===== config.mk =====
export PLATFORM = sky130hd
export DESIGN_NAME = edp
export DESIGN_NICKNAME = d
export VERILOG_FILES = /design/src/source/edpPkg.sv /design/src/source/edp.sv /design/src/source/edpAdder.sv /design/src/source/edpFastMem.sv /design/src/source/edpWorkRegs.sv
export SDC_FILE = /design/constraint.sdc
export NUM_CORES = 2
export LEC_CHECK = 0
export ABC_AREA = 0
export ABC_CLOCK_PERIOD_IN_PS = 10750
export BUFFER_PORTS_ARGS = -buffer_cell sky130_fd_sc_hd__buf_2
export CORE_MARGIN = 2
export CORE_UTILIZATION = 45
export CTS_CLUSTER_SIZE = 24
export DETAILED_ROUTE_END_ITERATION = 7
export SLEW_MARGIN = 10
export SYNTH_ARGS = -nofsm -noshare
export SYNTH_HDL_FRONTEND = slang
export SYNTH_MEMORY_MAX_BITS = 65536
export SYNTH_SLANG_ARGS = --single-unit

===== constraint.sdc =====
create_clock -name clk -period 10.75 [get_ports clk]
set_input_delay 2.15 -clock clk [delete_from_list [all_inputs] [get_ports clk]]
set_output_delay 2.15 -clock clk [all_outputs]
set_load 0.05 [all_outputs]

===== src/source/edpPkg.sv =====
`default_nettype none

package edpPkg;

  localparam int wordBits    = 36;
  localparam int halfBits    = 18;
  localparam int fmBlockBits = 3;                 // Block number width
  localparam int fmAdrBits   = 4;                 // Accumulator number width
  localparam int fmAccs      = 1 << fmAdrBits;    // 16 ACs per block

  // Bit 0 is the sign, bit 35 the LSB
  typedef logic [0:wordBits-1]  tWord;
  typedef logic [-2:wordBits-1] tAdWord;          // Two guard bits above bit 0
  typedef logic [0:halfBits-1]  tHalf;

  typedef enum logic [2:0] {
    adA       = 3'd0,
    adB       = 3'd1,
    adAPlusB  = 3'd2,
    adAMinusB = 3'd3,
    adAnd     = 3'd4,
    adOr      = 3'd5,
    adXor     = 3'd6,
    adZero    = 3'd7
  } tAdFunc;

  typedef enum logic [1:0] {
    adaAR  = 2'd0,
    adaARX = 2'd1,
    adaMQ  = 2'd2,
    adaPC  = 2'd3
  } tAdaSel;

  typedef enum logic [1:0] {
    adbBR   = 2'd0,
    adbBRx2 = 2'd1,                               // BR shifted left one place
    adbFM   = 2'd2,
    adbARX  = 2'd3
  } tAdbSel;

  // Source of one half of AR or ARX
  typedef enum logic [2:0] {
    arHold  = 3'd0,
    arAD    = 3'd1,
    arCache = 3'd2,
    arFM    = 3'd3,
    arEbus  = 3'd4,
    arClr   = 3'd5
  } tArSel;

  typedef enum logic [1:0] {
    mqHold  = 2'd0,
    mqAD    = 2'd1,
    mqShift = 2'd2,
    mqClr   = 2'd3
  } tMqSel;

  function automatic tHalf leftHalf(tWord w);
    return w[0:halfBits-1];
  endfunction

  function automatic tHalf rightHalf(tWord w);
    return w[halfBits:wordBits-1];
  endfunction

endpackage

`default_nettype wire


===== src/source/edp.sv =====
`default_nettype none

module edp import edpPkg::*; #(
  parameter int fmBlocks = 8
) (
  input  logic                   clk,
  input  logic                   rst,
  input  tAdFunc                 adFunc,
  input  tAdaSel                 adaSel,
  input  tAdbSel                 adbSel,
  input  logic                   adCarryIn,
  input  tArSel                  arlSel,
  input  tArSel                  arrSel,
  input  tArSel                  arxlSel,
  input  tArSel                  arxrSel,
  input  logic                   brLoad,
  input  logic                   brxLoad,
  input  tMqSel                  mqSel,
  input  logic                   fmWriteLeft,
  input  logic                   fmWriteRight,
  input  logic                   adToEbusLeft,
  input  logic                   adToEbusRight,
  input  logic [fmBlockBits-1:0] fmBlock,
  input  logic [fmAdrBits-1:0]   fmAdr,
  input  tWord                   cacheData,
  input  tWord                   ebusIn,
  input  tWord                   pc,
  output tAdWord                 ad,
  output logic                   adCarryOut,
  output tWord                   ar,
  output tWord                   arx,
  output tWord                   br,
  output tWord                   brx,
  output tWord                   mq,
  output tWord                   ebusOut
);

  tWord fmData;                                   // Current FM word, shared by AD and AR

  edpAdder adder (
    .adFunc     (adFunc),
    .adaSel     (adaSel),
    .adbSel     (adbSel),
    .adCarryIn  (adCarryIn),
    .ar         (ar),
    .arx        (arx),
    .mq         (mq),
    .br         (br),
    .fmData     (fmData),
    .pc         (pc),
    .ad         (ad),
    .adCarryOut (adCarryOut)
  );

  edpWorkRegs workRegs (
    .clk       (clk),
    .rst       (rst),
    .arlSel    (arlSel),
    .arrSel    (arrSel),
    .arxlSel   (arxlSel),
    .arxrSel   (arxrSel),
    .brLoad    (brLoad),
    .brxLoad   (brxLoad),
    .mqSel     (mqSel),
    .ad        (ad),
    .fmData    (fmData),
    .cacheData (cacheData),
    .ebusIn    (ebusIn),
    .ar        (ar),
    .arx       (arx),
    .br        (br),
    .brx       (brx),
    .mq        (mq)
  );

  edpFastMem #(
    .fmBlocks (fmBlocks)
  ) fastMem (
    .clk          (clk),
    .fmBlock      (fmBlock),
    .fmAdr        (fmAdr),
    .writeData    (ar),                           // ACs are always written from AR
    .fmWriteLeft  (fmWriteLeft),
    .fmWriteRight (fmWriteRight),
    .fmData       (fmData)
  );

  // Each bus half is driven only while its enable is up
  assign ebusOut[0:halfBits-1]        = adToEbusLeft  ? ad[0:17]  : '0;
  assign ebusOut[halfBits:wordBits-1] = adToEbusRight ? ad[18:35] : '0;

endmodule

`default_nettype wire


===== src/source/edpAdder.sv =====
`default_nettype none

module edpAdder import edpPkg::*; (
  input  tAdFunc adFunc,
  input  tAdaSel adaSel,
  input  tAdbSel adbSel,
  input  logic   adCarryIn,
  input  tWord   ar,
  input  tWord   arx,
  input  tWord   mq,
  input  tWord   br,
  input  tWord   fmData,
  input  tWord   pc,
  output tAdWord ad,
  output logic   adCarryOut
);

  tWord        aOp;
  tAdWord      aExt;
  tAdWord      bExt;
  tAdWord      bArith;      // B as the adder sees it
  tAdWord      sum;
  logic [1:0]  cinTotal;    // Subtract one plus carry-in, up to two
  logic        isSub;
  logic        isArith;
  logic [37:0] lowSum;      // Bits 0..35 with room above for the carry

  always_comb begin
    case (adaSel)
      adaAR:   aOp = ar;
      adaARX:  aOp = arx;
      adaMQ:   aOp = mq;
      default: aOp = pc;
    endcase
  end

  assign aExt = {{2{aOp[0]}}, aOp};               // Sign extend into guard bits

  always_comb begin
    case (adbSel)
      adbBR:   bExt = {{2{br[0]}}, br};
      adbBRx2: bExt = {br[0], br, 1'b0};          // Sign moves up into bit -1
      adbFM:   bExt = {{2{fmData[0]}}, fmData};
      default: bExt = {{2{arx[0]}}, arx};
    endcase
  end

  assign isSub   = (adFunc == adAMinusB);
  assign isArith = isSub || (adFunc == adAPlusB);

  // A - B is done as A + ~B + 1
  assign bArith   = isSub ? ~bExt : bExt;
  assign cinTotal = {1'b0, isSub} + {1'b0, adCarryIn & isArith};

  assign sum    = aExt + bArith + {36'd0, cinTotal};
  assign lowSum = {2'b00, aExt[0:35]} + {2'b00, bArith[0:35]} + {36'd0, cinTotal};

  always_comb begin
    case (adFunc)
      adA:       ad = aExt;
      adB:       ad = bExt;
      adAPlusB:  ad = sum;
      adAMinusB: ad = sum;
      adAnd:     ad = aExt & bExt;
      adOr:      ad = aExt | bExt;
      adXor:     ad = aExt ^ bExt;
      default:   ad = '0;                         // adZero
    endcase
  end

  // Carry out of bit 0, only meaningful for add and subtract
  assign adCarryOut = isArith & (|lowSum[37:36]);

endmodule

`default_nettype wire


===== src/source/edpFastMem.sv =====
`default_nettype none

module edpFastMem import edpPkg::*; #(
  parameter int fmBlocks = 8
) (
  input  logic                   clk,
  input  logic [fmBlockBits-1:0] fmBlock,
  input  logic [fmAdrBits-1:0]   fmAdr,
  input  tWord                   writeData,
  input  logic                   fmWriteLeft,
  input  logic                   fmWriteRight,
  output tWord                   fmData
);

  localparam int fmWords = fmBlocks * fmAccs;

  tWord mem [fmWords];                            // ACs keep their contents through rst

  logic [fmBlockBits+fmAdrBits-1:0] adr;

  assign adr = {fmBlock, fmAdr};                  // Block selects a group of 16 ACs

  // Each half has its own write strobe
  always_ff @(posedge clk) begin
    if (fmWriteLeft) begin
      mem[adr][0:halfBits-1] <= leftHalf(writeData);
    end
    if (fmWriteRight) begin
      mem[adr][halfBits:wordBits-1] <= rightHalf(writeData);
    end
  end

  assign fmData = mem[adr];                       // Asynchronous read

endmodule

`default_nettype wire


===== src/source/edpWorkRegs.sv =====
`default_nettype none

module edpWorkRegs import edpPkg::*; (
  input  logic   clk,
  input  logic   rst,
  input  tArSel  arlSel,
  input  tArSel  arrSel,
  input  tArSel  arxlSel,
  input  tArSel  arxrSel,
  input  logic   brLoad,
  input  logic   brxLoad,
  input  tMqSel  mqSel,
  input  tAdWord ad,
  input  tWord   fmData,
  input  tWord   cacheData,
  input  tWord   ebusIn,
  output tWord   ar,
  output tWord   arx,
  output tWord   br,
  output tWord   brx,
  output tWord   mq
);

  tWord adWord;                                   // AD without the guard bits
  tWord arNext;
  tWord arxNext;

  assign adWord = ad[0:35];

  // One half of AR or ARX, picked from the matching half of each source
  function automatic tHalf pickHalf(
    tArSel sel,
    tHalf  cur,
    tHalf  adH,
    tHalf  cacheH,
    tHalf  fmH,
    tHalf  ebusH
  );
    case (sel)
      arAD:    return adH;
      arCache: return cacheH;
      arFM:    return fmH;
      arEbus:  return ebusH;
      arClr:   return '0;
      default: return cur;                        // arHold and unused codes
    endcase
  endfunction

  assign arNext = {
    pickHalf(arlSel, leftHalf(ar), leftHalf(adWord), leftHalf(cacheData),
             leftHalf(fmData), leftHalf(ebusIn)),
    pickHalf(arrSel, rightHalf(ar), rightHalf(adWord), rightHalf(cacheData),
             rightHalf(fmData), rightHalf(ebusIn))
  };

  assign arxNext = {
    pickHalf(arxlSel, leftHalf(arx), leftHalf(adWord), leftHalf(cacheData),
             leftHalf(fmData), leftHalf(ebusIn)),
    pickHalf(arxrSel, rightHalf(arx), rightHalf(adWord), rightHalf(cacheData),
             rightHalf(fmData), rightHalf(ebusIn))
  };

  always_ff @(posedge clk) begin
    if (rst) begin
      ar  <= '0;
      arx <= '0;
    end else begin
      ar  <= arNext;
      arx <= arxNext;
    end
  end

  // BR and BRX copy the values AR and ARX held before this edge
  always_ff @(posedge clk) begin
    if (rst) begin
      br <= '0;
    end else if (brLoad) begin
      br <= ar;
    end
  end

  always_ff @(posedge clk) begin
    if (rst) begin
      brx <= '0;
    end else if (brxLoad) begin
      brx <= arx;
    end
  end

  always_ff @(posedge clk) begin
    if (rst) begin
      mq <= '0;
    end else begin
      case (mqSel)
        mqAD:    mq <= adWord;
        mqShift: mq <= {adWord[35], mq[0:34]};    // AD bit 35 fills from the top
        mqClr:   mq <= '0;
        default: mq <= mq;                        // mqHold
      endcase
    end
  end

endmodule

`default_nettype wire

After elaboration in Yosys (flattened, before gate mapping)
Memory sizes are Yosys's and may differ from the RTL's. Cells that the tools add are included.

Bitwise logic cells: 6. Add/subtract/negate cells: 5. Equality and inequality tests: 33. Muxes and demuxes: 15. Reduce and logical (&&, ||, !) cells: 11.

Operator list (number): 18-bit one-hot mux with 5 select lines (4); 38-bit one-hot mux with 6 select lines (1); 36-bit one-hot mux with 3 select lines (2); 38-bit one-hot mux with 3 select lines (1); 38-bit by 2-bit adder with 38-bit output (2); 38-bit adder (1); 38-bit bitwise AND (1); 38-bit two-way mux (1); 38-bit NOT (1); 38-bit bitwise OR (1); 38-bit XOR (1); 36-bit by 36-bit adder with 37-bit output (1); 18-bit two-way mux (2); 3-bit == test, second input constant (11); 3-bit by 2-bit == test with 1-bit output, second input constant (10); 5-bit nonzero test (4); 3-bit by 1-bit == test with 1-bit output, second input constant (5); 2-bit == test, second input constant (4); 2-bit by 1-bit == test with 1-bit output, second input constant (3); 2-bit logical NOT (2); 1-bit two-way mux (4); 2-bit OR reduction (2); 3-bit logical NOT (1); 3-bit nonzero test (1); other kinds (3) (4).

Word-level logic and storage cells: 78. Memories: 1. RAM bits: 4608. Flip-flop bits (word level): 180.

Memory list: fastMem.mem (words 128, width 36, read ports 1, clocked after Yosys merged registers in 0, write ports 1, RTL line edpFastMem.sv:17) `tWord mem [fmWords];`.

Depth between registers and ports, before layout
Word-level depth: 8. Mapped depth: 31.

Hierarchy
From an unflattened synthesis, not the netlist that was laid out.

Cell total of the unflattened synthesis: 11986. Area total of the unflattened synthesis: 193483.1 um^2.

By module, submodules not included: edpFastMem (cells each 10176, area an instance 176885.9 um^2, instances 1, seq. area each 138372.7 um^2); edpWorkRegs (cells each 878, area an instance 8738.4 um^2, instances 1, seq. area each 3603.5 um^2); edpAdder (cells each 894, area an instance 7573.5 um^2, instances 1, seq. area each 0.0 um^2); edp (cells each 38, area an instance 285.3 um^2, instances 1, seq. area each 0.0 um^2).

Worst setup path before layout
OpenSTA, ideal clock, no wires.

Path type: input -> output. Start: input fmAdr[1]. End: output ebusOut[35]. Stages on the path: 30. Path slack: -0.109 ns. Data required time: 8.600 ns. Path buffers: 7. Arrival: 8.709 ns. Path through: buf_6 buf_6 buf_6 buf_6 buf_4 buf_6 buf_4 mux4_2 mux2i_1 o22ai_1 o21ai_0 nand2_1 o2111ai_1 o31a_1 mux2i_1 and3_1 fa_1 inv_1 ha_1 inv_1 fa_1 nand2b_1 a2111o_1 nor3b_1 o31ai_1 a2111oi_1 o21ai_0 mux2i_1 or3b_1 and2_1.

Longest elaborated chain between the ends: 8.

RTL lines: from (decl) (RTL line edp.sv:24) `input logic [fmAdrBits-1:0] fmAdr,`; memory 128 x 36 bit *; 38-bit one-hot mux with 3 select lines * (RTL line edpAdder.sv:40) `case (adbSel)`; 38-bit NOT (RTL line edpAdder.sv:52) `assign bArith = isSub ? ~bExt : bExt;`; 38-bit two-way mux (RTL line edpAdder.sv:52); 38-bit adder (RTL line edpAdder.sv:55) `assign sum = aExt + bArith + {36'd0, cinTotal};`; 38-bit by 2-bit adder with 38-bit output (RTL line edpAdder.sv:55); 38-bit one-hot mux with 6 select lines * (RTL line edpAdder.sv:59) `case (adFunc)`; named net ad[35] (RTL line edp.sv:28) `output tAdWord ad,`; 18-bit two-way mux * (RTL line edp.sv:89) `assign ebusOut[0:halfBits-1] = adToEbusLeft ? ad[0:17] : '0;`; to (decl) (RTL line edp.sv:35) `output tWord ebusOut`.

Mark *: on every way through the listed nets, which the timed path passes. The rest lies on a longest branch.

Worst setup path in the final report
Start: input fmAdr[0]. End: output ebusOut[35].

Longest elaborated chain between the ends: 8.

RTL lines (RTL line): memory 128 x 36 bit *; 38-bit one-hot mux with 3 select lines * (edpAdder.sv:40); 38-bit NOT (edpAdder.sv:52); 38-bit two-way mux (edpAdder.sv:52); 38-bit adder (edpAdder.sv:55); 38-bit by 2-bit adder with 38-bit output (edpAdder.sv:55); 38-bit one-hot mux with 6 select lines * (edpAdder.sv:59); 18-bit two-way mux * (edp.sv:89).

Every way passes the cells marked *; elsewhere a longest branch is shown, timed or not.

==> reports/qor.yml <==
outcome: "complete, but fails checks"
failed_checks: "negative setup slack"
final.setup.tns_ns: -5.74
slowest_stage: "fa_2"
grt_pass1_vias: 126804
drtAntennaViolNets: 0
final_net_count: 14260
worst_r2r_path_cells: 38
layout.cells.most_common: "edfxtp_1"
final_cell_mix: "4608 x edfxtp_1, 1892 x buf_4, 623 x mux2i_1"
maxSlewViolCount: 0
critPathArrivalTime_ns: 8.97
first_pass_grt_wire_length_um: 1100000
ctsHtreeMaxLevel: 5
setup_viol: 32
finalCritPeriodShare_pct: 103
ioPinCount: 400
drt_pre_antenna_iters: 8
critical_path.startpoint_type: "input port"
netlist_area_um2: 199000
count_of_cell_types_in_the_netlist: 123
grt_use_total_pct: 35.9
fin_util_pct: 55.2
cts-hold-fix-buffers: 0
routed-via-count: 134507
detail_route.wirelength_um: 824000
globalRouteOverflowTotal: 0
clock_insertion_delay_worst_skew_ns: 1.08
period_minus_slack_ns: 11.12
fillerInstances: 34422
grt_setup_unrepaired: "yes"
final_layout_size_suffix_gt1_share_pct: 34.7
async_reset_ff_share_pct: 0
fp.coreArea_um2: 441000
cpMostUsedCell: "buf_4"
detail_route.drc_violations: 0
numPortBuffers: 399
die_h_um: 668
pwr_density_cell_nw_per_um2: 175
dominantRegCellSynth: "edfxtp_1"
max-cap-violations: 0
critical_path.max_stage_delay_ns: 0.56
worst_setup_hold_path_clk_slew_ns: 0.06
cts_max_path_buffers: 4
ys_seq_area_share_pct: 71.5
detailedPlacementHpwl_um: 556000
dr.first_iter.drc_count: 23058
timing.final.hold_violations: 0
power.static_leakage_nw: 84.9
critical_path_required_ns: 8.60
worst_pin_slew_ns: 1.40
floorplan.initialDensity_pct: 45.1
master_cell_of_the_clock_root_buffer: "clkbuf_16"
max_slew_margin_pct: 6.87
ir_drop_uv: 180
grt_start_max_net_pins: 130
yosysWarnings: 0
synth-edff-count: 4608
die_area_um2: 447000
routed_wire_per_std_cell_um: 40.6
worst_clock_skew_ns: 0.102
syn-mean-instance-area_um2: 17.1
timing.fmax_ghz: 0.0899
synthCells: 11630
viasPerCell: 6.63
cts-buffers-inserted: 472
gp_congestion: 1.02
syn_nets: 11960
worstHoldPathCells: 2
final.setup.worst_slack_ns: -0.372
timing.hold.worst.class: "reg -> reg"
antenna_found_initial: 76
cp-end-kind: "output pin"
worst-path-max-fanout: 9
die_width_um: 668
tritoncts: "yes"
area.growth.synth_to_final_pct: 22.5
synth.ff_latch_count: 4788
startpoint_to_endpoint_class_of_the_critical_path: "in -> out"
clock-sinks: 4788
placementRows: 244
==> state kept, by name, indices dropped and copies added (netlist names) <==
register	count
fastMem.mem	4608
workRegs.ar	36
workRegs.arx	36
workRegs.br	36
workRegs.brx	36
workRegs.mq	36
==> cell families after synthesis <==
logic type / after synthesis / share of synthesized area, %
and+or+nand+nor: 1712 / 3.96
xor gates and xnor gates: 84 / 0.374
DFF: 4788 / 71.5
muxes: 1553 / 11.8
buffers and inverters: 981 / 2.60
AOI/OAI and AO/OA: 2327 / 8.52
adders and majority gates: 185 / 1.30
==> cells in the mapped netlist (all sizes together) (37+ instances only) <==
cell type	n	area [um^2]
a211oi	77	578
a21o	41	308
a21oi	368	1880
a221o	129	1290
a221oi	335	2950
a22o	77	674
a22oi	271	2030
a31oi	65	434
and2	43	269
and3	47	294
buf	497	3210
clkbuf	296	1230
dfxtp	180	3600
edfxtp	4608	138000
fa	37	741
ha	148	1850
inv	185	694
mux2	328	3700
mux2i	638	6410
mux4	587	13300
nand2	473	1780
nand2b	53	332
nand3	107	536
nor2	694	2610
nor2b	50	313
nor3	70	355
o211ai	53	398
o21ai	318	1590
o221ai	63	558
o22ai	189	1180
o2bb2ai	75	657
xnor2	47	419
xor2	37	324
==> path summary, 6_finish.rpt <==
check / from / end / slack, ns
max reg2reg: fastMem.mem[74][0] / workRegs.ar[23] / 3.54
max: fmAdr[0] / ebusOut[35] / -0.37
min: workRegs.brx[3] / workRegs.brx[3] / 0.49
min reg2reg: workRegs.brx[3] / workRegs.brx[3] / 0.49
==> stage by stage <==
| stage | instances | setup WS [ns] | cell area (um^2) | total power, mW | hold slack, ns |
|---|---|---|---|---|---|
| 2_1_floorplan | 11630 | 0.0940 | 199000 | 23.4 | 0.685 |
| 3_3_place_gp | 19129 | -1.65 | 222000 | 26.0 | 0.468 |
| 3_5_place_dp | 19129 | -1.63 | 222000 | 26.1 | 0.479 |
| 4_1_cts | 20128 | -0.290 | 240000 | 42.3 | 0.495 |
| 5_1_grt | 20249 | -0.409 | 243000 | 43.5 | 0.534 |
| 6_report | 20289 | -0.372 | 243000 | 42.6 | 0.493 |
==> report_power, final <==
group	internal, mW	switching [mW]	leakage [nW]
Clock	8.98	7.36	7.29
Sequential	20.7	0.163	43.9
Combinational	1.93	3.55	33.8
Total	31.6	11.1	84.9
==> repair_timing <==
| item | 4_1_cts | 5_1_grt |
|---|---|---|
| endpoints found under the hold margin | 0 | 0 |
| endpoints found under the setup margin | 67 | 57 |
| cloned | 19 | 12 |
| gates resized for setup | 550 | 375 |
| pin swaps | 118 | 152 |
| buffers inserted | 103 | 111 |
==> worst max-delay path, delay by kind of cell <==
kind | cells | cell delay [ns]
buf+inv | 12 | 2.08
compound gates | 8 | 2.03
simple gates | 6 | 1.18
mux | 2 | 0.71
fa+ha+maj | 1 | 0.56
xor+xnor | 1 | 0.17
==> per-layer routing <==
layer  up-vias  global-route usage (%)  part of all wire (%)
met5         -                       0                 0.026
met3      2017                    10.9                    14
met4        32                    19.7                   6.6
li1      51949                       -                     -
met1     69455                    48.0                    36
met2     11054                    52.6                    43
==> cell type report <==
type                       instances  area (um^2)  share of cell area, %
multi-input combinational       5861        55100                   22.6
timing repair buffer            2621        22900                   9.40
clock inverter                   295         2730                   1.12
clock buffer                     587        12300                   5.07
sequential                      4788       142000                   58.4
tap                             5904         7390                   3.04
antenna                           47          118                 0.0483
inverter                         186          728                  0.299
Note: power is estimated with default switching activity, not from simulation.
